===== config.mk =====
export PLATFORM = sky130hd
export DESIGN_NAME = writeEnCtr
export DESIGN_NICKNAME = d
export VERILOG_FILES = /design/src/verilog/memPkg.sv /design/src/verilog/writeEnCtr.sv
export SDC_FILE = /design/constraint.sdc
export NUM_CORES = 1
export LEC_CHECK = 0
export ABC_AREA = 0
export BUFFER_PORTS_ARGS = -buffer_cell sky130_fd_sc_hd__buf_2
export CELL_PAD_IN_SITES_DETAIL_PLACEMENT = 0
export CELL_PAD_IN_SITES_GLOBAL_PLACEMENT = 2
export CORE_AREA = 5 5 42 44
export DETAILED_ROUTE_END_ITERATION = 8
export DIE_AREA = 0 0 47 49
export PLACE_DENSITY_LB_ADDON = 0.1
export SKIP_LAST_GASP = 1
export SLEW_MARGIN = 30
export SYNTH_ARGS = -nofsm -noshare
export SYNTH_HDL_FRONTEND = slang
export SYNTH_SLANG_ARGS = --single-unit

===== constraint.sdc =====
create_clock -name vclk -period 3.05
set_input_delay 0.4575 -clock vclk [all_inputs]
set_output_delay 0.4575 -clock vclk [all_outputs]
set_load 0.02 [all_outputs]

===== src/verilog/memPkg.sv =====
`default_nettype none

package memPkg;

   typedef logic [5:0] opcode_t;   // MIPS primary opcode field

   // loads
   localparam opcode_t opLb  = 6'h20;
   localparam opcode_t opLh  = 6'h21;
   localparam opcode_t opLw  = 6'h23;
   localparam opcode_t opLbu = 6'h24;
   localparam opcode_t opLhu = 6'h25;

   // stores
   localparam opcode_t opSb = 6'h28;
   localparam opcode_t opSh = 6'h29;
   localparam opcode_t opSw = 6'h2b;

   // bit 3 is lane 31..24, big-endian byte offset 0
   typedef logic [3:0] byteEn_t;

   typedef struct packed {
      opcode_t     opcode;
      logic [31:0] addr;
      logic [31:0] storeData;
      logic        stall;       // blocks all writes this cycle
      logic        privExec;    // pcE[30] of the executing instruction
      logic        readEn;
   } memReq_t;

   // nibbles 1 and 3
   function automatic logic isDataRegion(input logic [3:0] topNibble);
      return (topNibble[3:2] == 2'b00) && topNibble[0];
   endfunction

   // nibbles 2 and 3; nibble 3 overlaps with data
   function automatic logic isInstrRegion(input logic [3:0] topNibble);
      return (topNibble[3:2] == 2'b00) && topNibble[1];
   endfunction

endpackage

`default_nettype wire


===== src/verilog/writeEnCtr.sv =====
`timescale 1ns/1ps
`default_nettype none

module writeEnCtr (
   input  memPkg::opcode_t opcode,
   input  logic [31:0]     addr,
   input  logic            stall,
   input  logic            privExec,
   output memPkg::byteEn_t dataWe,
   output memPkg::byteEn_t instrWe
);
   import memPkg::*;

   byteEn_t    storeMask;   // lanes touched, before region and stall
   logic [1:0] byteOffset;
   logic [3:0] topNibble;
   logic       inData;
   logic       inInstr;

   assign byteOffset = addr[1:0];
   assign topNibble  = addr[31:28];
   assign inData     = isDataRegion(topNibble);
   assign inInstr    = isInstrRegion(topNibble) && privExec;   // needs pcE[30]

   always_comb begin
      case (opcode)
         opSb: begin
            storeMask = 4'b1000 >> byteOffset;   // offset 0 is the top lane
         end
         opSh: begin
            storeMask = byteOffset[1] ? 4'b0011 : 4'b1100;
         end
         opSw: begin
            storeMask = 4'b1111;
         end
         default: begin
            storeMask = 4'b0000;   // loads and everything else
         end
      endcase
   end

   // nibble 3 hits both regions, so both masks can be set at once
   always_comb begin
      dataWe  = 4'b0000;
      instrWe = 4'b0000;
      if (!stall) begin
         if (inData) begin
            dataWe = storeMask;
         end
         if (inInstr) begin
            instrWe = storeMask;
         end
      end
   end

   stallBlocksWrites: assert final (!stall || (dataWe == 4'b0000 && instrWe == 4'b0000))
      else $error("write enable raised during stall");

endmodule

`default_nettype wire

==> metrics.md, run 1 <==
| Metric | Value |
|---|---|
| Status | complete, no violations |
| Hold buffers post-CTS | 0 |
| Critical Path Fanout Max | 4 |
| Post-CTS Setup Bufs | 0 |
| Reg area | 0 sq um |
| Post-cts resize count | 0 |
| Minimum clock period | around 2.1 ns |
| Area of the mapped netlist | about 120 sq um |
| Ratio of cells with drive above 1 in the final layout | 54.8% |
| Synth Area per Inst | 5.88 sq um |
| Final Max Tran Viols | 0 |
| Setup Crit Path Kind | in -> out |
| Clkbuf count | 0 |
| Leak | 0.129 nW |
| CP startpoint kind | input pin |
| Power per Cell Area | 74.4 nW/um^2 |
| WL/cell | 10.5 microns |
| Num sequential | 0 |
| Synth top area cells | nor3_1 (34%), nand4bb_1 (9.6%), nor2_1 (9.6%), or4_4 (9.6%), nand3b_1 (6.4%) |
| Largest net degree at the start of global routing | 6 |
| Cell count after synthesis | 20 |
| Overflow after GRT | 0 |
| Yosys top cell by area | nor3_1 |
| Number of fill cells | 173 |
| # diodes | 0 |
| First-pass GRT wire length | 959 microns |
| DP Area | 248 sq um |
| Crit path DAT | ~1.6 ns |
| Hold/Removal Path Class | in -> out |
| Full die area | 2300 sq um |
| Vias | approximately 250 |
| Setup Viol. Count Final | 0 |
| PortBufs | 22 |
| Initial core utilization | 8.39% |
| Post-DR vias/cell | 4.22 |
| Synth warn | 0 |
| Drt initial violations | 0 |
| Sequential area share after synthesis | 0% |
| Final hold slack | ~1.3 ns |
| Final Hold Violating Endpoints | 0 |
| Routability cong. | 0.631 |
| Critical Path RT | 2.59 ns |
| Pre-CTS setup slack | 0.935 ns |
| Crit. End Element | output pin |
| Placement Rows | 14 |
| Syn Nets | 60 |
| Final HPWL DP | a little under 600 microns |
| Post-synth cell types | 11 |
| Final instance area | 248 sq um |
| Initial antenna violation count | 0 |
| Synth-to-Final Area Change | 111% |
| First drt pass iteration count | 1 |
| Total power | 18.4 uW |
| Post-synth top area share | 34.0% |
| GR Util All Layers | 4.98% |
| Die height | 49 microns |
| Achievable Freq | roughly 480 MHz |
| Tcrit/Tclk final | 68.9% |
| Die span in x | 47 microns |
| Setup slack after layout | 0.949 ns |
| Sum Neg Setup Slack | 0 ns |
| Routed WL | 609 microns |
| Vias in the first global route | 240 |
| # IOs | 48 |
| DRC viols | 0 |
| Area of the core | 1400 sq um |
| NumNets Final | 84 |
| Peak VDD IR | 0.0000141 V |
| Post-route antenna net violation count | 0 |
| Unrepaired setup endpoints after global routing | no |
| Max cap viols | 0 |
| Slew @ Worst Pin | 0.361 ns |
| Slew headroom | between 70% and 80% |
## final cells by class
type	count	area (sq um)	share of cell area (%)
inverter	1	3.75	1.52
multi-input combinational	19	114	46.0
timing repair buffer	22	110	44.4
tap	16	20.0	8.08
## critical path, stage by stage
cell       delay (ns)
buf_2            0.09
nand4bb_1        0.19
or4_4            0.52
nor3_1           0.20
buf_2            0.19
## final timing paths
path	end	slack (ns)	cells after the start	startpoint
max	dataWe[1]	0.95	5	opcode[4]
min	instrWe[3]	1.31	4	privExec
## Yosys cell counts
cell type and number:
inv_1 1, or4_4 1, nor3_1 8, nor2_1 3, a21oi_1 1, nand3b_1 1
nand4bb_1 1, o211ai_1 1, or4_1 1, nor2b_1 1, nand2b_1 1
## layout by cell type, fill, tap and decap left out
cell type,instances
buf_2,22
nor2_1,3
or4_4,1
inv_1,1
nor2b_1,1
nand4bb_1,1
a21oi_1,1
or4_1,1
o211ai_1,1
nor3_1,8
nand2b_1,1
nand3b_1,1
## metal layers
metal,vias up,share of wire (%),global-route usage (%)
li1,125,-,-
met1,110,41,6.96
met2,10,49,8.82
met3,0,9.9,0
met4,0,0,0
met5,-,0,0
## report_power, final
part / total [mW] / switching, mW / internal (mW)
logic: 0.0184 / 0.00897 / 0.00945
registers: 0 / 0 / 0
clock network: 0 / 0 / 0
total: 0.0184 / 0.00897 / 0.00945
## through the flow
stage,std cells,utilization [%]
2_1_floorplan,20,-
3_3_place_gp,58,17.7
3_5_place_dp,58,17.7
4_1_cts,58,17.7
5_1_grt,58,17.7
6_report,58,17.7
## cells by family after synthesis
logic type      Yosys count  share of synthesized area, %
compound gates            2                          10.6
simple gates             17                          86.2
buf+inv                   1                          3.19
Note: power is estimated with default switching activity, not from simulation.
==> run 2: changes to the inputs <==
--- a/config.mk
+++ b/config.mk
@@ -5,13 +5,13 @@
 export SDC_FILE = /design/constraint.sdc
 export NUM_CORES = 1
 export LEC_CHECK = 0
-export ABC_AREA = 0
+export ABC_AREA = 1
 export BUFFER_PORTS_ARGS = -buffer_cell sky130_fd_sc_hd__buf_2
 export CELL_PAD_IN_SITES_DETAIL_PLACEMENT = 0
 export CELL_PAD_IN_SITES_GLOBAL_PLACEMENT = 2
-export CORE_AREA = 5 5 42 44
+export CORE_MARGIN = 5
+export CORE_UTILIZATION = 10
 export DETAILED_ROUTE_END_ITERATION = 8
-export DIE_AREA = 0 0 47 49
 export PLACE_DENSITY_LB_ADDON = 0.1
 export SKIP_LAST_GASP = 1
 export SLEW_MARGIN = 30
==> constraint.sdc (replaced) <==
create_clock -name vclk -period 2.15
set_input_delay 0.3225 -clock vclk [all_inputs]
set_output_delay 0.3225 -clock vclk [all_outputs]
set_load 0.02 [all_outputs]
==> metrics.md, run 2 <==
| Metric | Value |
|---|---|
| Status | complete, no violations |
| Power per Cell Area | 94.2 nW/um^2 (+27%) |
| Final HPWL DP | 593 microns (+1.6%) |
| Vias in the first global route | 256 (+6.7%) |
| Crit path DAT | 1.24 ns (-0.40 ns) |
| DRC viols | 0 (unchanged) |
| Sum Neg Setup Slack | 0 ns (unchanged) |
| Sequential area share after synthesis | 0% (unchanged) |
| Post-route antenna net violation count | 0 (unchanged) |
| Minimum clock period | 1.56 ns |
| Worst Hold Depth | 4 (unchanged) |
| Post-cts resize count | 0 (unchanged) |
| Clock power share | 0% (unchanged) |
| Most common cell after layout, fill and taps aside | buf_2 |
| Most common cell in the netlist | a21oi_1 |
| Routed WL | 657 microns (+7.9%) |
| DP Area | 283 sq um (+14%) |
| Full die area | 2410 sq um (+4.6%) |
| Hold buffers post-CTS | 0 (unchanged) |
| Setup Crit Path Kind | in -> out |
| Routability cong. | 0.607 (-3.8%) |
| Peak VDD IR | 0.0000273 V (+94%) |
| Unrepaired setup endpoints after global routing | no |
| Pint | 12.8 uW (+36%) |
| Post-synth top area share | 26.2% (-7.8 points) |
| Synth warn | 0 (unchanged) |
| Reg area | 0 sq um (unchanged) |
| Area of the multi-input gates | 138 sq um (+21%) |
| Placement Rows | 14 (unchanged) |
| Number of fill cells | 186 (+7.5%) |
| # IOs | 48 (unchanged) |
| Total power | 26.6 uW (+45%) |
| Overflow after GRT | 0 (unchanged) |
| Critical Path Fanout Max | 6 (+2) |
| PortBufs | 22 (unchanged) |
| Post-CTS Setup Bufs | 0 (unchanged) |
| Synth-to-Final Area Change | 85.2% |
| Die height | 49.1 microns (+0.14%) |
| Post-synth top cells | a21oi_1 (8), inv_1 (4), nand2_1 (4), nor2_1 (4), nand3_1 (3) |
| Synth top area cells | a21oi_1 (26%), o211ai_2 (16%), nand3_1 (9.8%), inv_1 (9.8%), nand2_1 (9.8%) |
| Ratio of cells with drive above 1 in the final layout | 49.0% (-5.7 points) |
| Initial antenna violation count | 0 (unchanged) |
| Max cap viols | 0 (unchanged) |
| Crit. End Element | output pin |
| Vias | 276 (+13%) |
| First drt pass iteration count | 1 (unchanged) |
| Slew headroom | 83.2% (+7.2 points) |
| GR Util All Layers | 4.97% (-0.014 points) |
| Final Max Tran Viols | 0 (unchanged) |
| Cell count after synthesis | 29 (+45%) |
| Tcrit/Tclk final | 72.6% |
| Yosys top cell by area | a21oi_1 |
| Area of the core | 1470 sq um (+5.0%) |
| Combinational share of power | 100.0% (about the same) |
| Critical Path RT | 1.83 ns (-0.76 ns) |
| Net Sw Frac | 51.9% (+3.1 points) |
| Drt initial violations | 0 (unchanged) |
| Final Hold Violating Endpoints | 0 (unchanged) |
| Post-synth cell types | 9 (-2) |
| Most frequent cells in the layout | buf_2 (22), a21oi_1 (8), inv_1 (4), nand2_1 (4), nor2_1 (4) |
| Setup Viol. Count Final | 0 (unchanged) |
| Clkbuf count | 0 (unchanged) |
| Largest net degree at the start of global routing | 7 (+1) |
| Hold/Removal Path Class | in -> out |
| Die span in x | 49.1 microns (+4.4%) |
| First-pass GRT wire length | 1040 microns (+7.9%) |
| Post-DR vias/cell | 4.12 (-2.5%) |
| Initial core utilization | 10.4% (+2.0 points) |
| Final instance area | 283 sq um (+14%) |
| Slew @ Worst Pin | 0.252 ns (-0.108 ns) |
| Synth Area per Inst | 5.26 sq um (-10%) |
| CP startpoint kind | input pin |
| Num sequential | 0 (unchanged) |
| # diodes | 0 (unchanged) |
| Hold Startpoint | opcode[0] |
| Area of the mapped netlist | 153 sq um (+30%) |
| Switch Pwr | 13.8 uW (+54%) |
| Achievable Freq | 641 MHz |
| WL/cell | 9.81 microns (-6.6%) |
| NumNets Final | 93 (+11%) |
| Leak | 0.151 nW (+17%) |
| Hold endpoint | dataWe[0] |
| Sequential share of power | 0% (unchanged) |
| Syn Nets | 69 (+15%) |
run 2: metrics by stage:
step	cells	util (%)	setup slack, ns	hold WS (ns)
after floorplan	29	-	0.716	0.868
after global placement	67	19.2	0.604	1.08
after detailed placement	67	19.2	0.577	1.09
after CTS	67	19.2	0.574	1.09
after global routing	67	19.2	0.442	1.10
final	67	19.2	0.590	1.08
run 2: worst max-delay path, cell delays in order:
cell      delay [ns]
buf_2           0.09
inv_1           0.04
nand2_1         0.05
nor2_2          0.21
o211ai_2        0.17
a21oi_1         0.16
buf_2           0.19
run 2: logic make-up after synthesis:
kind of cell / synth area share (%)
buf+inv: 9.83
simple gates: 47.5
compound gates: 42.6
run 2: cell type report:
type                            count  area share [%]
Tap cell                           16            7.08
Multi-Input combinational cell     25            48.7
Timing Repair Buffer               22            38.9
Inverter                            4            5.31
run 2: worst max-delay path by stage:
stage	end	start	cells after the start
finish	dataWe[2]	opcode[4]	7
global route	instrWe[2]	opcode[4]	7
CTS	instrWe[2]	opcode[4]	7
detailed placement	instrWe[2]	opcode[4]	7
global placement	instrWe[2]	opcode[4]	7
floorplan	dataWe[0]	opcode[4]	5
run 2: power groups by stage:
stage	sequential, mW	clock, mW	combinational (mW)
after floorplan	0	0	0.00999
after global placement	0	0	0.0262
after detailed placement	0	0	0.0269
after CTS	0	0	0.0270
after global routing	0	0	0.0303
final	0	0	0.0266
run 2: layer usage:
metal | wire [microns] | global-route usage [%] | up-vias
met5 | 0 | 0 | -
met4 | 0 | 0 | 0
met3 | 46 | 0.612 | 0
met2 | 318 | 9.44 | 10
met1 | 292 | 6.16 | 117
li1 | - | - | 149
