==> src/verilog/memPkg.sv <==
`default_nettype none

package memPkg;

   typedef logic [5:0] opcode_t;   // MIPS primary opcode field

   // loads
   localparam opcode_t opLb  = 6'h20;
   localparam opcode_t opLh  = 6'h21;
   localparam opcode_t opLw  = 6'h23;
   localparam opcode_t opLbu = 6'h24;
   localparam opcode_t opLhu = 6'h25;

   // stores
   localparam opcode_t opSb = 6'h28;
   localparam opcode_t opSh = 6'h29;
   localparam opcode_t opSw = 6'h2b;

   // bit 3 is lane 31..24, big-endian byte offset 0
   typedef logic [3:0] byteEn_t;

   typedef struct packed {
      opcode_t     opcode;
      logic [31:0] addr;
      logic [31:0] storeData;
      logic        stall;       // blocks all writes this cycle
      logic        privExec;    // pcE[30] of the executing instruction
      logic        readEn;
   } memReq_t;

   // nibbles 1 and 3
   function automatic logic isDataRegion(input logic [3:0] topNibble);
      return (topNibble[3:2] == 2'b00) && topNibble[0];
   endfunction

   // nibbles 2 and 3; nibble 3 overlaps with data
   function automatic logic isInstrRegion(input logic [3:0] topNibble);
      return (topNibble[3:2] == 2'b00) && topNibble[1];
   endfunction

endpackage

`default_nettype wire

==> src/verilog/storeLanes.sv <==
`timescale 1ns/1ps
`default_nettype none

module storeLanes (
   input  memPkg::opcode_t opcode,
   input  logic [31:0]     storeData,
   output logic [31:0]     laneData
);
   import memPkg::*;

   // replicate so every lane carries the value; the enables pick the lane
   always_comb begin
      case (opcode)
         opSb: begin
            laneData = {4{storeData[7:0]}};    // byte on all four lanes
         end
         opSh: begin
            laneData = {2{storeData[15:0]}};   // half on both halves
         end
         default: begin
            laneData = storeData;              // SW, others are masked off
         end
      endcase
   end

endmodule

`default_nettype wire

==> config.mk <==
export PLATFORM = sky130hd
export DESIGN_NAME = storeLanes
export DESIGN_NICKNAME = d
export VERILOG_FILES = /design/src/verilog/memPkg.sv /design/src/verilog/storeLanes.sv
export SDC_FILE = /design/constraint.sdc
export NUM_CORES = 1
export LEC_CHECK = 0
export BUFFER_PORTS_ARGS = -buffer_cell sky130_fd_sc_hd__buf_2
export CELL_PAD_IN_SITES_DETAIL_PLACEMENT = 1
export CELL_PAD_IN_SITES_GLOBAL_PLACEMENT = 1
export CORE_MARGIN = 4
export CORE_UTILIZATION = 22
export DETAILED_ROUTE_END_ITERATION = 8
export PLACE_DENSITY = 0.88
export SYNTH_ARGS = -nofsm -noshare
export SYNTH_HDL_FRONTEND = slang
export SYNTH_SLANG_ARGS = --single-unit
==> constraint.sdc <==
create_clock -name vclk -period 1.3
set_input_delay 0.13 -clock vclk [all_inputs]
set_output_delay 0.13 -clock vclk [all_outputs]
set_load 0.01 [all_outputs]
==> summary.md, run 1 <==
| Metric | Value |
|---|---|
| Total Wirelength | `2130 µm` |
| Startpoint types | `input port` |
| Nets | `roughly 150` |
| Post-DR vias/cell | `4.51` |
| Most common cell in the netlist | `mux2_2` |
| Peak supply drop | `0.120 mV` |
| Switch Pwr | `0.122 mW` |
| Via count | `640` |
| Worst-Margin Slew | `105 ps` |
| Yosys top cell by area | `mux2_2` |
| Power per Cell Area | `304 nW/µm²` |
| Status | `completed` |
| Sequential power share | `0` |
| Iter 0 DRT Violations | `20` |
| Yosys cell types | `9` |
| Crit Path Max Fanout | `8` |
| CP required | `approximately 1200 ps` |
| GRT Total Usage | `0.115` |
| Hold EP | `laneData[4]` |
| Pin count of the biggest net entering global routing | `9` |
| Yosys warning count | `0` |
| Synth-to-Final Area Change | `101%` |
| Critical path class | `in2out` |
| Diodes inserted | `0` |
| Synth Instances | `47` |
| Crit path time final | `1290 ps` |
| Initial antenna violation count | `0` |
| F_max | `776 MHz` |
| Sequential Area | `0 µm²` |
| Seq cells | `0` |
| Syn Nets | `85` |
| CP bufs+invs | `3` |
| Wire per inst | `approximately 15 µm` |
| Clock share of power | `0` |
| TritonRoute pass-1 iters | `2` |
| Top cells by count, synth | `mux2_2 (22), mux2_4 (10), buf_4 (8), buf_6 (2)` |
| DP Wirelength | `about 1800 µm` |
| Placed cell count | `141` |
| Worst EP arrival | `1160 ps` |
| Mean Syn Cell Area | `11.5 µm²` |
| Total power | `0.329 mW` |
| Cell family with most CP delay | `simple AND/OR/NAND/NOR gates` |
| Fin. Hold Viols | `0` |
| IO Port Bufs | `70` |
| # setup viols final | `0` |
| Max Cap Viol | `0` |
| WHS Path Cells | `2` |
| Setup_tns | `0 ps` |
| CP max-delay cell | `mux2_4` |
| Max incr delay on CP | `310 ps` |
| RSZ-0062 raised after global routing | `yes` |
| Die ar. | `about 3300 µm²` |
| Share of layout cells above drive strength 1 | `1.00` |
| Clock buffers | `0` |
| GP Congestion | `roughly 0.70` |
| First-pass GRT wire length | `3150 µm` |
| Fin util | `0.476` |
| Hold_sp | `storeData[4]` |
| Share of the synthesized area in the top cell type | `0.459` |
| Switching Share | `0.371` |
| Die X | `57.5 µm` |
| DRC Markers | `0` |
| Hold Path Class | `in2out` |
| Post-DRT Antenna Nets | `0` |
| Grt ovf | `0` |
| Vias in the first global route | `about 730` |
| Static leakage | `0.585 nW` |
| Worst-path cell chain | `buf_2, nor2b_4, and3_4, buf_8, mux2_4, buf_6` |
| Slew Limit Headroom | `0.930` |
| CORE AREA | `2280 µm²` |
| Sequential share of the synthesized area | `0` |
| Post-Syn Area | `539 µm²` |
| I/O pin count | `70` |
| FP Rows | `17` |
| Die H | `57.5 µm` |
| Synth area leaders | `mux2_2 (46%), mux2_4 (28%), buf_4 (11%), buf_6 (4.2%), buf_12 (3.7%)` |
| Layout Cells excl Fill | `142` |
| Final Max Tran Viols | `0` |
| Starting Density | `0.237` |
| Final worst-path cycle share | `0.992` |
| P_int | `0.207 mW` |
| Logic pwr share | `1.000` |
| CP Capture Type | `output port` |
layout make-up:
| cell class | count | area (µm²) |
|---|---|---|
| multi-input cells | 36 | 484 |
| well taps | 28 | 35.0 |
| repair buffers | 78 | 564 |
| fillers | 272 | 1190 |
cells in the final DEF (no fill, tap or decap):
master / Yosys / final
nor2_4: 0 / 1
buf_6: 2 / 21
mux2_4: 10 / 17
and3_4: 0 / 1
buf_12: 1 / 2
mux2_2: 22 / 15
nand4b_4: 0 / 1
buf_8: 0 / 1
buf_4: 8 / 1
buf_2: 0 / 53
nor2b_4: 1 / 1
timing repair:
item / in CTS / in global routing
gates resized for setup: 18 / 19
endpoints found under the setup margin: 24 / 24
pin swaps: 1 / 2
gates cloned: 0 / 0
hold buffers: 0 / 0
setup buffers: 1 / 0
power groups by stage:
stage | registers (mW) | logic, mW | clock network, mW
after floorplan | 0 | 0.147 | 0
after global placement | 0 | 0.256 | 0
after detailed placement | 0 | 0.266 | 0
after CTS | 0 | 0.296 | 0
after global routing | 0 | 0.352 | 0
final | 0 | 0.329 | 0
worst max path at each step:
stage               startpoint      endpoint  slack, ps  cells after the start
floorplan            opcode[1]  laneData[16]        160                      5
global placement     opcode[1]  laneData[26]        -30                      6
detailed placement   opcode[1]  laneData[25]        -80                      6
CTS                  opcode[2]  laneData[25]        -10                      6
global route         opcode[4]  laneData[28]        -20                      6
finish               opcode[3]  laneData[24]         10                      6
layer usage:
metal / part of all wire / vias to the layer above / global-route usage
met2: 0.60 / 38 / 0.265
met3: 0.077 / 2 / 0.00905
met1: 0.31 / 299 / 0.104
met4: 0.0094 / 0 / 0.00993
li1: - / 301 / -
met5: 0 / - / 0
per-stage QoR:
| stage | setup WS (ps) | hold slack, ps | area (µm²) |
|---|---|---|---|
| 3_3_place_gp | -27.2 | 480 | 887 |
| 3_5_place_dp | -81.9 | 495 | 887 |
| 6_report | 10.9 | 494 | 1080 |
| 2_1_floorplan | 156 | 352 | 539 |
| 5_1_grt | -16.6 | 506 | 1080 |
| 4_1_cts | -14.5 | 495 | 983 |
logic make-up (layout without fill, tap and decap cells):
kind of cell / after synthesis / after routing / synth area share
mux: 32 / 32 / 0.738
simple gates: 4 / 4 / 0.0719
buf+inv: 11 / 78 / 0.190
(Power assumes the default switching activity.)
==> run 2, diff against run 1 <==
--- a/config.mk
+++ b/config.mk
@@ -6,10 +6,8 @@
 export NUM_CORES = 1
 export LEC_CHECK = 0
 export BUFFER_PORTS_ARGS = -buffer_cell sky130_fd_sc_hd__buf_2
-export CELL_PAD_IN_SITES_DETAIL_PLACEMENT = 1
-export CELL_PAD_IN_SITES_GLOBAL_PLACEMENT = 1
 export CORE_MARGIN = 4
-export CORE_UTILIZATION = 22
+export CORE_UTILIZATION = 34
 export DETAILED_ROUTE_END_ITERATION = 8
 export PLACE_DENSITY = 0.88
 export SYNTH_ARGS = -nofsm -noshare
==> summary.md, run 2 (same netlist as run 1, synthesis figures left out) <==
| Metric | Value |
|---|---|
| Status | `completed` |
| Slew Limit Headroom | `0.930` |
| Startpoint types | `input port` |
| I/O pin count | `70` |
| GP Congestion | `0.648` |
| P_int | `0.206 mW` |
| # setup viols final | `0` |
| Starting Density | `0.358` |
| DRC Markers | `0` |
| CORE AREA | `1510 µm²` |
| Seq cells | `0` |
| Worst-Margin Slew | `105 ps` |
| Worst setup path end | `laneData[23]` |
| Fin. Hold Viols | `0` |
| Clock buffers | `0` |
| Nets | `153` |
| Max Cap Viol | `0` |
| Cell family with most CP delay | `buffers and inverters` |
| Worst EP arrival | `1150 ps` |
| Power per Cell Area | `roughly 310 nW/µm²` |
| Pin count of the biggest net entering global routing | `9` |
| CP required | `1170 ps` |
| F_max | `780 MHz` |
| TritonRoute pass-1 iters | `1` |
| Setup WS pre-CTS | `-56.1 ps` |
| Iter 0 DRT Violations | `0` |
| Critical path class | `in2out` |
| Clock share of power | `0` |
| Vias in the first global route | `588` |
| Hold Path Class | `in2out` |
| Final worst-path cycle share | `0.986` |
| Switch Pwr | `approximately 0.12 mW` |
| Postcts setup bufs | `0` |
| Sequential Area | `0 µm²` |
| Diodes inserted | `0` |
| RSZ-0062 raised after global routing | `yes` |
| Fin util | `0.702` |
| Synth-to-Final Area Change | `96.1%` |
| Worst-path cell chain | `buf_6, nor2b_4, and3_4, buf_8, mux2_4, buf_6` |
| Via count | `~620` |
| Die ar. | `2290 µm²` |
| Most Frequent Cell on Critical Path | `buf_6` |
| Post-DRT Antenna Nets | `0` |
| Crit Path Max Fanout | `8` |
| CP max-delay cell | `mux2_4` |
| Peak supply drop | `0.171 mV` |
| Die H | `47.8 µm` |
| CP Capture Type | `output port` |
| Final Max Tran Viols | `0` |
| DP Wirelength | `1440 µm` |
| CP bufs+invs | `3` |
| Die X | `47.8 µm` |
| Logic pwr share | `1.000` |
| GRT Total Usage | `0.125` |
| IO Port Bufs | `70` |
| Sequential power share | `0` |
| Initial antenna violation count | `0` |
| Wire per inst | `~14 µm` |
| FILL cells | `122` |
| Share of layout cells above drive strength 1 | `1.00` |
| Critical path depth | `6` |
| Crit path from | `opcode[2]` |
| Total Wirelength | `1780 µm` |
| Max incr delay on CP | `310 ps` |
| Crit path time final | `1280 ps` |
| Placed cell count | `129` |
| FP Rows | `14` |
| Layout Cells excl Fill | `129` |
| Switching Share | `0.366` |
| Commonest non-fill, non-tap cell in the layout | `buf_2` |
| Post-DR vias/cell | `4.78` |
| Commonest non-fill, non-tap cells in the layout | `buf_2 (51), buf_6 (21), mux2_4 (16), mux2_2 (16)` |
| Grt ovf | `0` |
| First-pass GRT wire length | `2170 µm` |
| Static leakage | `approximately 0.58 nW` |
| Multi-input gate area | `480 µm²` |
| PnR worst setup slack | `17.7 ps` |
run 2: cell types whose count changed in the layout (fill, tap and decap cells not counted), sizes merged:
cell / change
buf: -1
run 2: power groups by stage:
stage / Combinational (mW) / Sequential, mW / Clock, mW
finish: 0.324 / 0 / 0
floorplan: 0.147 / 0 / 0
detailed placement: 0.261 / 0 / 0
global placement: 0.254 / 0 / 0
CTS: 0.271 / 0 / 0
global route: 0.349 / 0 / 0
run 2: area by class of cell:
cell class,instances,area share
multi-input cells,36,0.454
well taps,16,0.0189
repair buffers,77,0.527
run 2: what timing repair did:
action	4_1_cts	5_1_grt
gates resized for setup	8	27
hold buffers	0	0
pin swaps	1	1
endpoints found under the setup margin	17	23
run 2: worst min-delay path by stage:
stage | endpoint | cells past startpoint | startpoint | slack, ps
4_1_cts | laneData[2] | 2 | storeData[2] | 490
3_5_place_dp | laneData[2] | 2 | storeData[2] | 490
3_3_place_gp | laneData[6] | 2 | storeData[6] | 480
2_1_floorplan | laneData[0] | 1 | storeData[0] | 350
5_1_grt | laneData[7] | 2 | storeData[7] | 500
6_report | laneData[1] | 2 | storeData[1] | 490
run 2: routing by layer:
| layer | track usage | up-vias | wire length [µm] |
|---|---|---|---|
| met3 | 0.00376 | 0 | 203 |
| met2 | 0.306 | 38 | 1030 |
| met1 | 0.108 | 277 | 549 |
| met4 | 0 | 0 | 0 |
| li1 | - | 301 | - |
| met5 | 0 | - | 0 |
run 2: per-stage QoR:
| step | area, µm² | setup TNS, ps | total power, mW | hold WS (ps) |
|---|---|---|---|---|
| after global routing | 1060 | -155 | 0.349 | 503 |
| after floorplan | 539 | 0 | 0.147 | 352 |
| final | 1060 | 0 | 0.324 | 486 |
| after CTS | 907 | -44.1 | 0.271 | 490 |
| after global placement | 872 | -92.2 | 0.254 | 479 |
| after detailed placement | 872 | -445 | 0.261 | 490 |
==> run 3, diff against run 2 <==
--- a/config.mk
+++ b/config.mk
@@ -5,11 +5,12 @@
 export SDC_FILE = /design/constraint.sdc
 export NUM_CORES = 1
 export LEC_CHECK = 0
+export ABC_AREA = 1
 export BUFFER_PORTS_ARGS = -buffer_cell sky130_fd_sc_hd__buf_2
 export CORE_MARGIN = 4
-export CORE_UTILIZATION = 34
+export CORE_UTILIZATION = 33
 export DETAILED_ROUTE_END_ITERATION = 8
-export PLACE_DENSITY = 0.88
+export PLACE_DENSITY = 0.86
 export SYNTH_ARGS = -nofsm -noshare
 export SYNTH_HDL_FRONTEND = slang
 export SYNTH_SLANG_ARGS = --single-unit
==> summary.md, run 3 <==
| Metric | Value |
|---|---|
| Startpoint types | `input port` |
| Top cells by count, synth | `nand2_1 (25), nand3_1 (16), nand4_1 (16), inv_1 (10), buf_4 (9)` |
| Total power | `approximately 0.27 mW` |
| DRC Markers | `0` |
| Crit path time final | `1160 ps` |
| FP Rows | `14` |
| Final Max Tran Viols | `0` |
| Switch Pwr | `around 0.15 mW` |
| Worst EP arrival | `1030 ps` |
| CP required | `approximately 1200 ps` |
| Diodes inserted | `0` |
| Post-DR vias/cell | `5.26` |
| RSZ-0062 raised after global routing | `no` |
| Slew Limit Headroom | `0.827` |
| Total Wirelength | `2060 µm` |
| Max Cap Viol | `0` |
| Post-route cell area | `856 µm²` |
| Die H | `48.3 µm` |
| Hold Path Class | `in2out` |
| Wire per inst | `12.0 µm` |
| Sequential power share | `0` |
| WHS Path Cells | `2` |
| Fin. Hold Viols | `0` |
| P_int | `0.125 mW` |
| Yosys cell types | `12` |
| Pin count of the biggest net entering global routing | `33` |
| Commonest non-fill, non-tap cell in the layout | `buf_2` |
| Most common cell in the netlist | `nand2_1` |
| Seq cells | `0` |
| Yosys warning count | `0` |
| Synth-to-Final Area Change | `59.4%` |
| Clock share of power | `0` |
| Via count | `905` |
| Iter 0 DRT Violations | `12` |
| CORE AREA | `1520 µm²` |
| Worst-Margin Slew | `259 ps` |
| DP Wirelength | `1600 µm` |
| Post-DRT Antenna Nets | `0` |
| I/O pin count | `70` |
| Synth area leaders | `nand4_1 (19%), nand2_1 (17%), nand3_1 (15%), o21ai_2 (13%), buf_4 (13%)` |
| Share of the synthesized area in the top cell type | `0.186` |
| Peak supply drop | `0.185 mV` |
| FILL cells | `about 160` |
| F_max | `about 860 MHz` |
| Yosys top cell by area | `nand4_1` |
| GP Congestion | `0.647` |
| First-pass GRT wire length | `between 3000 and 4000 µm` |
| Final worst-path cycle share | `0.894` |
| Syn Nets | `131` |
| Grt ovf | `0` |
| Synth Instances | `93` |
| # setup viols final | `0` |
| Nets | `roughly 200` |
| Postcts setup bufs | `0` |
| Die X | `48.3 µm` |
| Power per Cell Area | `about 320 nW/µm²` |
| Vias in the first global route | `771` |
| Logic pwr share | `1.000` |
| IO Port Bufs | `70` |
| Starting Density | `0.352` |
| GRT Total Usage | `0.150` |
| Sequential Area | `0 µm²` |
| Setup_tns | `0 ps` |
| Commonest non-fill, non-tap cells in the layout | `buf_2 (70), nand2_1 (25), nand4_1 (16), nand3_1 (16), inv_1 (10)` |
| Share of layout cells above drive strength 1 | `0.558` |
| Sequential share of the synthesized area | `0` |
| Static leakage | `roughly 0.56 nW` |
| Critical path class | `in2out` |
| Hold WS | `480 ps` |
| Initial antenna violation count | `0` |
| TritonRoute pass-1 iters | `4` |
| Placement Cell Area | `838 µm²` |
| Die ar. | `2340 µm²` |
| Mean Syn Cell Area | `5.77 µm²` |
| CP Capture Type | `output port` |
| Clock buffers | `0` |
| Status | `completed` |
| Crit Path Max Fanout | `15` |
| Post-Syn Area | `537 µm²` |
| Switching Share | `0.544` |
[run 3: cell types whose count changed after synthesis, sizes merged]
cell and change:
mux2 -32, nand2 +25, nand3 +17, nand4 +16, inv +11, o21ai +8, buf +2, nor2 +2
and3 -1, nand4b -1, nor2b -1
[run 3: layout make-up]
class | count | area [µm²] | area share
multi-input combinational | 70 | 407 | 0.475
timing repair buffer | 75 | 388 | 0.453
inverter | 11 | 41.3 | 0.0482
tap | 16 | 20.0 | 0.0234
[run 3: cell families after synthesis]
group | synth area share
buffers and inverters | 0.275
and+or+nand+nor | 0.594
AOI/OAI and AO/OA | 0.131
[run 3: metal layers]
metal,global-route usage,vias to the layer above,wire length (µm)
met5,0,-,0
met4,0.00922,0,0
met3,0.0215,0,212
met2,0.287,57,1030
met1,0.178,407,823
li1,-,441,-
[run 3: final timing paths]
check,slack [ps],to,startpoint
min,480,laneData[3],storeData[3]
max,140,laneData[27],opcode[4]
[run 3: per-stage QoR]
stage          std cells  utilization  setup slack, ps
5_1_grt              172        0.562             45.5
3_5_place_dp         171        0.550             66.8
4_1_cts              171        0.550             61.6
2_1_floorplan         93            -              432
3_3_place_gp         171        0.550              105
6_report             172        0.562              138
[run 3: critical path: stages]
cell and delay, ps:
buf_2 130, nor2_8 160, buf_4 230, nand4_1 140, nand3_1 110, buf_2 130
[run 3: what timing repair did]
action | CTS | global route
gates resized for setup | 0 | 1
setup endpoints to repair | 0 | 24
hold buffers | 0 | 0
[run 3: power by group through the flow]
stage	Clock (mW)	Combinational [mW]	Sequential, mW
5_1_grt	0	0.303	0
3_3_place_gp	0	0.264	0
2_1_floorplan	0	0.145	0
3_5_place_dp	0	0.270	0
6_report	0	0.275	0
4_1_cts	0	0.271	0
