`src/verilog/memPkg.sv`:
```
`default_nettype none

package memPkg;

   typedef logic [5:0] opcode_t;   // MIPS primary opcode field

   // loads
   localparam opcode_t opLb  = 6'h20;
   localparam opcode_t opLh  = 6'h21;
   localparam opcode_t opLw  = 6'h23;
   localparam opcode_t opLbu = 6'h24;
   localparam opcode_t opLhu = 6'h25;

   // stores
   localparam opcode_t opSb = 6'h28;
   localparam opcode_t opSh = 6'h29;
   localparam opcode_t opSw = 6'h2b;

   // bit 3 is lane 31..24, big-endian byte offset 0
   typedef logic [3:0] byteEn_t;

   typedef struct packed {
      opcode_t     opcode;
      logic [31:0] addr;
      logic [31:0] storeData;
      logic        stall;       // blocks all writes this cycle
      logic        privExec;    // pcE[30] of the executing instruction
      logic        readEn;
   } memReq_t;

   // nibbles 1 and 3
   function automatic logic isDataRegion(input logic [3:0] topNibble);
      return (topNibble[3:2] == 2'b00) && topNibble[0];
   endfunction

   // nibbles 2 and 3; nibble 3 overlaps with data
   function automatic logic isInstrRegion(input logic [3:0] topNibble);
      return (topNibble[3:2] == 2'b00) && topNibble[1];
   endfunction

endpackage

`default_nettype wire

```
`src/verilog/loadExtend.sv`:
```
`timescale 1ns/1ps
`default_nettype none

module loadExtend (
   input  logic            clk,
   input  logic            rst,
   input  logic            readEn,
   input  memPkg::opcode_t opcode,
   input  logic [31:0]     addr,
   input  logic [31:0]     dataWord,
   input  logic [31:0]     instrWord,
   output logic [31:0]     loadData,
   output logic            loadValid
);
   import memPkg::*;

   opcode_t     opQ;
   logic [1:0]  offsetQ;
   logic        isDataQ;    // nibble 3 counts as data for loads
   logic        validQ;
   logic [31:0] word;
   logic [7:0]  byteSel;
   logic [15:0] halfSel;

   always_ff @(posedge clk) begin
      if (rst) begin
         validQ <= 1'b0;
      end else begin
         validQ <= readEn;
      end
   end

   // request fields line up with the RAM read data one cycle later
   always_ff @(posedge clk) begin
      if (readEn) begin
         opQ     <= opcode;
         offsetQ <= addr[1:0];
         isDataQ <= isDataRegion(addr[31:28]);
      end
   end

   assign word = isDataQ ? dataWord : instrWord;

   always_comb begin
      case (offsetQ)
         2'd0:    byteSel = word[31:24];   // big-endian
         2'd1:    byteSel = word[23:16];
         2'd2:    byteSel = word[15:8];
         default: byteSel = word[7:0];
      endcase
   end

   assign halfSel = offsetQ[1] ? word[15:0] : word[31:16];

   always_comb begin
      case (opQ)
         opLb:    loadData = {{24{byteSel[7]}}, byteSel};
         opLbu:   loadData = {24'd0, byteSel};
         opLh:    loadData = {{16{halfSel[15]}}, halfSel};
         opLhu:   loadData = {16'd0, halfSel};
         opLw:    loadData = word;
         default: loadData = 32'd0;
      endcase
   end

   assign loadValid = validQ;

   noSpuriousValid: assert property (@(posedge clk) disable iff (rst)
      !readEn |=> !loadValid)
      else $error("loadValid without a read request");

endmodule

`default_nettype wire

```
`config.mk`:
```
export PLATFORM = sky130hd
export DESIGN_NAME = loadExtend
export DESIGN_NICKNAME = d
export VERILOG_FILES = /design/src/verilog/memPkg.sv /design/src/verilog/loadExtend.sv
export SDC_FILE = /design/constraint.sdc
export NUM_CORES = 1
export LEC_CHECK = 0
export ABC_AREA = 1
export ABC_CLOCK_PERIOD_IN_PS = 1700
export BUFFER_PORTS_ARGS = -buffer_cell sky130_fd_sc_hd__buf_2
export CORE_MARGIN = 2
export CORE_UTILIZATION = 39
export DETAILED_ROUTE_END_ITERATION = 16
export GPL_ROUTABILITY_DRIVEN = 1
export GPL_TIMING_DRIVEN = 0
export PLACE_DENSITY = 0.87
export SYNTH_ARGS = -nofsm -noshare
export SYNTH_HDL_FRONTEND = slang
export SYNTH_SLANG_ARGS = --single-unit
```
`constraint.sdc`:
```
create_clock -name clk -period 1.7 [get_ports clk]
set_clock_uncertainty 0.05 [all_clocks]
set_input_delay 0.085 -clock clk [delete_from_list [all_inputs] [get_ports clk]]
set_output_delay 0.085 -clock clk [all_outputs]
set_load 0.01 [all_outputs]
```
==> results of run 1 <==
## power groups by stage
| stage | clock, mW | sequential [mW] | combinational [mW] |
|---|---|---|---|
| 5_1_grt | 0.267 | 0.306 | 0.692 |
| 6_report | 0.242 | 0.305 | 0.641 |
| 3_5_place_dp | 0 | 0.306 | 0.425 |
| 4_1_cts | 0.249 | 0.303 | 0.494 |
| 2_1_floorplan | 0 | 0.304 | 0.261 |
| 3_3_place_gp | 0 | 0.305 | 0.418 |
## area by class of cell
cell class	instances	share of cell area [%]
plain buffers	12	4.51
clock buffers	3	1.39
clock inverters	1	0.126
inverters	32	4.21
multi-input cells	263	48.9
flip-flops and latches	10	9.77
well taps	50	2.11
repair buffers	136	29.0
## final timing paths
check / startpoint / end / slack (ns) / depth (start not counted)
worst min-delay path: addr[31] / isDataQ$_DFFE_PP_ / 0.08 / 2
worst max-delay path: isDataQ$_DFFE_PP_ / loadData[14] / -0.18 / 10
## metal layers
layer / vias up / global-route usage, % / part of all wire, %
met5: - / 0 / 0
met3: 31 / 3.41 / 11
li1: 1266 / - / -
met1: 1194 / 26.9 / 34
met4: 0 / 6.13 / 3.4
met2: 189 / 46.6 / 51
## state kept, by name, summed over array words and instances (netlist names)
name       count
offsetQ        2
opQ            6
loadValid      1
isDataQ        1
## critical path, stage by stage, from the launching register on
cell	delay (ns)
edfxtp_1	0.48
inv_4	0.17
buf_12	0.15
clkbuf_16	0.15
nand2_2	0.06
nand3_2	0.08
nand3_1	0.08
nand2_1	0.08
inv_1	0.05
nand2_1	0.07
buf_2	0.13
## cells by family (layout without fill, tap and decap cells)
group	count (synthesis)	after routing	synth area share (%)
compound gates	1	1	0.305
buf+inv	45	184	14.2
flops	10	10	17.7
simple gates	261	262	67.8
## what timing repair did
action	CTS	global route
buffers inserted	6	5
gates resized for setup	33	70
hold buffers	9	0
gates cloned	1	6
endpoints found under the setup margin	32	32
pin swaps	9	29
hold endpoints to repair	9	0
## synthesized netlist by cell type (2+ instances only)
library cell,n
nand4_1,2
nor2_2,3
nor2_1,38
and2_1,9
buf_4,2
buf_2,3
inv_1,31
edfxtp_1,9
nand3_1,52
nand2_2,7
nand2_1,146
buf_6,7
## stage by stage
step / instances / setup TNS [ns]
2_1_floorplan: 317 / 0
3_3_place_gp: 477 / -0.229
3_5_place_dp: 477 / -0.298
4_1_cts: 496 / -2.44
5_1_grt: 507 / -6.66
6_report: 507 / -4.63
==> flow_summary_export.csv, run 1 <==
group,metric,value,unit
final_layout,sequential_cell_area,290,sq um
clocking,tritoncts,"built",
clocking,clk_pin_slew_worst_paths,0.04,ns
place,gpl_congestion,0.784,
floorplan,chipHeight,68.9,microns
floorplan,dieArea,0.00474,sq mm
floorplan,floorplan.rows,23,
setup_path,critical_path_class,"reg -> out",
setup_path,end_kind,"output pin",
pwr,swShare,38.2,%
drt,num_vias,2680,
pwr,pwr_total,1.19,mW
synth,netlist-cell-type-count,20,
timing,grt_setup_unrepaired,"yes",
synth,synth_area_leaders,"nand2_1 33%, edfxtp_1 16%, nand3_1 16%, nor2_1 8.7%, inv_1 7.1%",
pwr,switching_power,0.454,mW
timing,fin_crit_sh,111,%
pwr,p_leak,1.81,nW
synth,synthesis.area_per_instance,5.17,sq um
floorplan,fp.dieW,68.9,microns
setup_path,worst_setup_path_start_kind,"register",
pwr,pwr-share-clk,20.4,%
final_layout,final_core_occ,73.7,%
synth,ys_seq_area_share,17.7,%
synth,yosysTopAreaCell,"nand2_1",
final_layout,layout_common_cells,"125 x nand2_1, 109 x buf_2, 31 x nor2_1",
place,placement.cell_area,0.00225,sq mm
final_layout,insertedDiodeCount,0,
flow_run,drv.max_cap_violation_count,0,
drt,route.antenna.remaining_nets,0,
min_path,worst_hold_path_type,"in -> reg",
global_route,grt_pass1_vias,2008,
drt,number_of_optimization_iterations_in_the_first_detailed_route_pass,5,
synth,post_synth_instance_area,0.00164,sq mm
final_layout,area.growth.synth_to_final,81.1,%
timing,post-route-worst-setup-slack,-0.183,ns
drt,post-route-drc-count,0,
floorplan,core_area,0.00403,sq mm
clocking,tritoncts.num_buffers,3,
run_status,failed_checks,"negative setup slack",
clocking,cts_max_level,1,
synth,dominant_synthesized_flop_cell,"edfxtp_1",
drt,detail_route.vias_per_cell,5.29,
clocking,clockBufferDepth,2,
global_route,maximum_number_of_pins_on_one_net_before_global_route_repair,11,
pwr,share_comb_of_total_power,53.9,%
place,place_worst_setup_slack,-0.0616,ns
final_layout,multiInputGateArea,0.00145,sq mm
pwr,internal_power,0.734,mW
global_route,globalRouteTotalUtil,23.9,%
timing,final_hold_viol_count,0,
setup_path,crit_fanout,6,
synth,synthArstFlopShare,0,%
final_layout,finalNetCount,563,
drt,drt-wirelength-per-cell,14.1,microns
setup_path,cp.required,1.56,ns
clocking,clock_sink_count,10,
final_layout,layout_commonest_cell,"nand2_1",
global_route,number_of_antenna_violations_at_the_first_check_in_global_routing,0,
place,hpwl,4270,microns
timing,post-route-min-period,1.88,ns
pwr,cellPowerDensity,400,mW/mm^2
global_route,globalRouteOverflowTotal,0,
synth,post-synth-top-area-fraction,33.4,%
final_layout,final_cell_area_excluding_filler_cells,0.00297,sq mm
synth,syn_nets,422,
setup_path,data_arrival_time_of_the_critical_path,1.75,ns
floorplan,start_util,40.7,%
timing,worst_hold_slack,0.0796,ns
timing,final-setup-viol-count,32,
synth,number_of_synthesized_flops_with_an_enable_pin,9,
timing,slew_violations,0,
pwr,vdd_drop_max,531,uV
pwr,seq_power_share,25.7,%
clocking,cts-root-buf,"clkbuf_8",
final_layout,drive_gt1_share,48.1,%
timing,achievable-frequency,531,MHz
place,io_buffers,110,
run_status,status,"complete, but fails checks",
final_layout,filler_cell_count,311,
timing,max_slew_margin,80.3,%
synth,synth.ff_latch_count,10,
drt,postRouteWirelength,7170,microns
global_route,grt_first_pass_wirelength,8560,microns
drt,drt_iter0_markers,236,
floorplan,floorplan.io_pins,138,
synth,number_of_warnings_reported_in_the_yosys_synthesis_log,0,
synth,syn_inst,317,
timing,timing_worst_slew_pin_value,0.295,ns
Note: power is estimated with default switching activity, not from simulation.
==> inputs of run 2 (changes only) <==
--- a/config.mk
+++ b/config.mk
@@ -5,15 +5,15 @@
 export SDC_FILE = /design/constraint.sdc
 export NUM_CORES = 1
 export LEC_CHECK = 0
-export ABC_AREA = 1
 export ABC_CLOCK_PERIOD_IN_PS = 1700
 export BUFFER_PORTS_ARGS = -buffer_cell sky130_fd_sc_hd__buf_2
 export CORE_MARGIN = 2
-export CORE_UTILIZATION = 39
+export CORE_UTILIZATION = 36
 export DETAILED_ROUTE_END_ITERATION = 16
 export GPL_ROUTABILITY_DRIVEN = 1
 export GPL_TIMING_DRIVEN = 0
-export PLACE_DENSITY = 0.87
+export PLACE_DENSITY = 0.88
+export SKIP_LAST_GASP = 1
 export SYNTH_ARGS = -nofsm -noshare
 export SYNTH_HDL_FRONTEND = slang
 export SYNTH_SLANG_ARGS = --single-unit
==> flow_summary_export.csv, run 2 <==
group,metric,value,unit
synth,syn_nets,256,
pwr,vdd_drop_max,543,uV
drt,drt_iter0_markers,75,
synth,muxShareOfSynthArea,36.0,%
timing,timing_worst_slew_pin_value,0.551,ns
min_path,worstHoldStart,"addr[30]",
setup_path,critPathLaunch,"isDataQ$_DFFE_PP_",
synth,post-synth-top-area-fraction,30.9,%
final_layout,finalNetCount,395,
timing,achievable-frequency,461,MHz
final_layout,layout_commonest_cell,"buf_2",
final_layout,insertedDiodeCount,0,
place,io_buffers,110,
setup_path,worstPathBufferInverterCount,3,
clocking,tritoncts,"built",
setup_path,crit_fanout,5,
timing,post-route-worst-setup-slack,-0.471,ns
drt,route.antenna.remaining_nets,0,
timing,final_hold_viol_count,0,
setup_path,critical-path-top-delay-family,"buffers and inverters",
synth,synth_area_leaders,"mux2i_1 31%, edfxtp_1 20%, o211ai_2 7.5%, o21ai_1 6.0%, a21oi_1 5.3%",
drt,post-route-drc-count,0,
setup_path,worst_setup_path_start_kind,"register",
final_layout,layout_common_cells,"107 x buf_2, 28 x mux2i_1, 13 x buf_4",
global_route,number_of_antenna_violations_at_the_first_check_in_global_routing,0,
setup_path,crit_path_max_incr_delay,0.40,ns
global_route,maximum_number_of_pins_on_one_net_before_global_route_repair,11,
timing,final-setup-viol-count,32,
final_layout,drive_gt1_share,68.5,%
synth,number_of_synthesized_flops_with_an_enable_pin,9,
clocking,cts_max_level,1,
floorplan,fp.dieW,64.7,microns
pwr,p_leak,1.26,nW
setup_path,data_arrival_time_of_the_critical_path,2.04,ns
place,gpl_congestion,0.790,
synth,yosys.area_share.simple,16.6,%
floorplan,floorplan.rows,22,
setup_path,critical_path.cell_chain,"buf_6, mux4_2, mux2i_1, or3_4, buf_8, o21ai_1, buf_2",
clocking,clockBufferDepth,2,
global_route,grt_first_pass_wirelength,8290,microns
run_status,failed_checks,"negative setup slack",
setup_path,critical_path_class,"reg -> out",
synth,ys_seq_area_share,21.9,%
final_layout,final-instance-count-excl-fill,337,
flow_run,drv.max_cap_violation_count,0,
floorplan,start_util,36.8,%
synth,synthesis.area_per_instance,8.79,sq um
floorplan,floorplan.io_pins,138,
timing,grt_setup_unrepaired,"yes",
drt,num_vias,1811,
global_route,grt_pass1_vias,1753,
global_route,globalRouteTotalUtil,25.5,%
timing,max_slew_margin,63.1,%
final_layout,reg.largest.list,"opQ (6), offsetQ (2)",
floorplan,core_area,0.00361,sq mm
min_path,worst_hold_path_type,"in -> reg",
synth,synth.ff_latch_count,10,
place,place.detailed.instances,309,
timing,fin_crit_sh,128,%
clocking,cts-root-buf,"clkbuf_8",
timing,worst_hold_slack,0.0809,ns
global_route,globalRouteOverflowTotal,0,
synth,synthXorXnorAreaFrac,0,%
place,hpwl,3690,microns
synth,syn_inst,151,
synth,dominant_synthesized_flop_cell,"edfxtp_1",
setup_path,end_kind,"output pin",
floorplan,dieArea,0.00419,sq mm
synth,synthArstFlopShare,0,%
timing,post-route-min-period,2.17,ns
synth,post-synth-top-count-cell,"mux2i_1",
drt,number_of_optimization_iterations_in_the_first_detailed_route_pass,4,
synth,dominant_combinational_cell_family_by_area_after_synthesis,"multiplexers",
synth,synth-compound-area-share,20.0,%
setup_path,crit_slowest_cell,"or3_4",
clocking,clk_pin_slew_worst_paths,0.05,ns
clocking,tritoncts.num_buffers,3,
final_layout,area.growth.synth_to_final,96.7,%
drt,postRouteWirelength,5670,microns
synth,synth-adder-area-share,0,%
clocking,clock_sink_count,10,
final_layout,largest_register_ffs,6,
synth,netlist-cell-type-count,28,
timing,slew_violations,0,
setup_path,cp.required,1.56,ns
drt,drt-wirelength-per-cell,16.8,microns
synth,synth.cells.most_frequent,"41 x mux2i_1, 16 x o21ai_1, 14 x a21oi_1",
drt,detail_route.vias_per_cell,5.37,
run_status,status,"complete, but fails checks",
synth,number_of_warnings_reported_in_the_yosys_synthesis_log,0,
final_layout,registers.top_by_ff_count,"opQ",
synth,post_synth_instance_area,0.00133,sq mm
floorplan,chipHeight,64.7,microns
pwr,cellPowerDensity,435,mW/mm^2
synth,yosysTopAreaCell,"mux2i_1",
run 2: changes by cell type after synthesis, moves of 6 or more:
cell      delta
and2_1       -9
mux2i_1     +41
nand2_1    -138
nor3_1       +7
inv_1       -31
nor2_1      -31
nand3_1     -44
o211ai_2     +8
a21oi_1     +13
o21ai_1     +16
buf_6        -6
nand2_2      -7
run 2: metal layers:
layer / track usage (%) / vias to the layer above / routed length [microns]
li1: - / 865 / -
met1: 26.5 / 843 / 2070
met2: 50.5 / 95 / 3120
met3: 5.21 / 8 / 424
met4: 7.18 / 0 / 63
met5: 0 / - / 0
run 2: what timing repair did:
| action | in CTS | in global routing |
|---|---|---|
| hold buffers | 9 | 0 |
| pin swaps | 6 | 10 |
| hold endpoints to repair | 9 | 0 |
| setup buffers | 14 | 2 |
| gates cloned | 2 | 1 |
| endpoints found under the setup margin | 32 | 32 |
| resized for setup | 40 | 27 |
run 2: layout make-up:
cell class	instances	area, sq um
plain buffers	9	129
clock buffers	4	45.0
fillers	267	995
inverters	1	3.75
multi-input cells	127	1220
flip-flops and latches	10	290
well taps	48	60.1
repair buffers	138	867
run 2: path summary, 6_finish.rpt:
check                 to  cells after the start
max         loadData[28]                      7
min    isDataQ$_DFFE_PP_                      2
run 2: cell families (layout without fill, tap and decap cells):
logic type      count (synthesis)  after routing
compound gates                 40             40
simple gates                   43             43
buf+inv                        14            152
flops                          10             10
mux                            44             44
run 2: metrics by stage:
stage / power [mW] / util, % / TNS [ns] / setup WS, ns / area [sq um]
floorplan: 0.560 / - / -0.207 / -0.0202 / 1430
global placement: 0.713 / 56.6 / -7.60 / -0.390 / 2040
detailed placement: 0.724 / 56.6 / -8.78 / -0.444 / 2040
CTS: 1.06 / 68.5 / -11.81 / -0.423 / 2470
global route: 1.20 / 72.4 / -15.43 / -0.544 / 2610
finish: 1.14 / 72.4 / -12.84 / -0.471 / 2610
run 2: power breakdown:
part / internal (mW) / leakage [nW] / switching (mW)
logic: 0.300 / 1.15 / 0.279
clock network: 0.163 / 0.0228 / 0.0830
registers: 0.290 / 0.0962 / 0.0196
==> inputs of run 3 (changes only) <==
--- a/config.mk
+++ b/config.mk
@@ -5,14 +5,15 @@
 export SDC_FILE = /design/constraint.sdc
 export NUM_CORES = 1
 export LEC_CHECK = 0
+export ABC_AREA = 1
 export ABC_CLOCK_PERIOD_IN_PS = 1700
 export BUFFER_PORTS_ARGS = -buffer_cell sky130_fd_sc_hd__buf_2
 export CORE_MARGIN = 2
-export CORE_UTILIZATION = 36
+export CORE_UTILIZATION = 39
 export DETAILED_ROUTE_END_ITERATION = 16
 export GPL_ROUTABILITY_DRIVEN = 1
 export GPL_TIMING_DRIVEN = 0
-export PLACE_DENSITY = 0.88
+export PLACE_DENSITY = 0.87
 export SKIP_LAST_GASP = 1
 export SYNTH_ARGS = -nofsm -noshare
 export SYNTH_HDL_FRONTEND = slang
==> flow_summary_export.csv, run 3 (synthesis results as in run 1) <==
group,metric,value,unit
run_status,status,"complete, but fails checks",
run_status,failed_checks,"negative setup slack",
final_layout,registers.top_by_ff_count,"opQ",
setup_path,end_kind,"output pin",
final_layout,sequential_cell_area,290,sq um
place,place.detailed.instances,477,
drt,route.antenna.remaining_nets,0,
clocking,clk_pin_slew_worst_paths,0.04,ns
floorplan,floorplan.io_pins,138,
global_route,grt_pass1_vias,1994,
drt,detail_route.vias_per_cell,5.20,
clocking,cts-root-buf,"clkbuf_8",
final_layout,layout_commonest_cell,"nand2_1",
final_layout,insertedDiodeCount,0,
drt,postRouteWirelength,6960,microns
pwr,cellPowerDensity,398,mW/mm^2
place,io_buffers,110,
final_layout,drive_gt1_share,47.5,%
final_layout,finalNetCount,563,
timing,grt_setup_unrepaired,"yes",
final_layout,layout_common_cells,"124 x nand2_1, 109 x buf_2, 32 x nor2_1",
place,placement.cell_area,0.00225,sq mm
timing,slew_violations,0,
timing,fin_crit_sh,109,%
final_layout,final_cell_area_excluding_filler_cells,0.00294,sq mm
floorplan,chipHeight,68.9,microns
setup_path,critical_path_depth,9,
timing,final-setup-viol-count,32,
global_route,globalRouteTotalUtil,23.8,%
flow_run,drv.max_cap_violation_count,0,
setup_path,worstPathBufferInverterCount,3,
pwr,p_leak,1.78,nW
clocking,clockBufferDepth,2,
drt,drt_iter0_markers,215,
floorplan,fp.dieW,68.9,microns
timing,final_hold_viol_count,0,
floorplan,start_util,40.7,%
timing,max_slew_margin,80.2,%
setup_path,critical-path-top-delay-family,"simple AND/OR/NAND/NOR gates",
timing,achievable-frequency,537,MHz
timing,post-route-min-period,1.86,ns
setup_path,critPathLaunch,"isDataQ$_DFFE_PP_",
floorplan,core_area,0.00403,sq mm
global_route,globalRouteOverflowTotal,0,
setup_path,critical_path.cell_chain,"buf_6, nand2_1, nand3_2, nand3_1, nand2_2, nand2_4, buf_6, nand2_1, buf_2",
setup_path,data_arrival_time_of_the_critical_path,1.73,ns
drt,met2_length,3580,microns
global_route,grt_first_pass_wirelength,8520,microns
clocking,tritoncts.num_buffers,3,
final_layout,reg.largest.list,"opQ (6), offsetQ (2)",
final_layout,filler_cell_count,323,
drt,wirelength_met1,2390,microns
clocking,cts_max_level,1,
pwr,vdd_drop_max,531,uV
final_layout,final_core_occ,73.0,%
pwr,pwr_total,1.17,mW
drt,num_vias,2636,
place,gpl_congestion,0.784,
clocking,clock_sink_count,10,
clocking,tritoncts,"built",
place,hpwl,4270,microns
min_path,worst_hold_path_type,"in -> reg",
drt,number_of_optimization_iterations_in_the_first_detailed_route_pass,7,
global_route,maximum_number_of_pins_on_one_net_before_global_route_repair,11,
final_layout,multiInputGateArea,0.00142,sq mm
final_layout,area.growth.synth_to_final,79.4,%
setup_path,crit_slowest_cell,"edfxtp_1",
drt,post-route-drc-count,0,
setup_path,worst_setup_path_start_kind,"register",
setup_path,crit_fanout,5,
final_layout,largest_register_ffs,6,
setup_path,crit_path_max_incr_delay,0.48,ns
drt,drt-wirelength-per-cell,13.7,microns
drt,wl_met3,784,microns
setup_path,cp.required,1.56,ns
setup_path,worst_setup_path_endpoint,"loadData[28]",
drt,top_signal_layer_used,"met4",
setup_path,critical_path_class,"reg -> out",
floorplan,dieArea,0.00474,sq mm
global_route,number_of_antenna_violations_at_the_first_check_in_global_routing,0,
final_layout,final-instance-count-excl-fill,507,
floorplan,floorplan.rows,23,
timing,final.setup.tns,-4.32,ns
timing,timing_worst_slew_pin_value,0.296,ns
timing,post-route-worst-setup-slack,-0.161,ns
run 3: through the flow:
stage | hold slack, ns | setup WS (ns)
CTS | 0.0739 | -0.0954
global route | 0.0772 | -0.226
global placement | 0.190 | -0.0622
detailed placement | 0.202 | -0.0616
finish | 0.0796 | -0.161
floorplan | 0.106 | 0.327
run 3: cell type report:
class | count | share of cell area, %
multi-input combinational | 263 | 48.3
tap | 50 | 2.13
sequential | 10 | 9.86
buffer | 12 | 4.55
timing repair buffer | 136 | 29.5
clock buffer | 3 | 1.40
inverter | 32 | 4.17
clock inverter | 1 | 0.128
run 3: report_power, final:
| part | leakage, nW | internal [mW] | switching, mW | total, mW |
|---|---|---|---|---|
| logic | 1.66 | 0.281 | 0.344 | 0.625 |
| clock network | 0.0231 | 0.157 | 0.0844 | 0.242 |
| registers | 0.0962 | 0.290 | 0.0158 | 0.306 |
| total | 1.78 | 0.729 | 0.444 | 1.17 |
run 3: repair_timing:
action / in CTS / in global routing
endpoints found under the setup margin: 32 / 32
resized for setup: 30 / 67
hold endpoints to repair: 9 / 0
gates cloned: 1 / 6
pin swaps: 8 / 21
hold buffers: 9 / 0
buffers inserted: 6 / 5
run 3: worst min path at each step:
stage              from                    to  slack (ns)  depth (start not counted)
4_1_cts        addr[31]     isDataQ$_DFFE_PP_        0.07                          2
6_report       addr[31]     isDataQ$_DFFE_PP_        0.08                          2
3_5_place_dp        rst  loadValid$_SDFF_PP0_        0.20                          2
2_1_floorplan       rst  loadValid$_SDFF_PP0_        0.11                          1
5_1_grt        addr[30]     isDataQ$_DFFE_PP_        0.08                          2
3_3_place_gp        rst  loadValid$_SDFF_PP0_        0.19                          2
run 3: layer usage:
metal	vias to the layer above	global-route usage, %
li1	1264	-
met1	1167	26.9
met2	182	46.2
met3	23	3.41
met4	0	6.13
met5	-	0
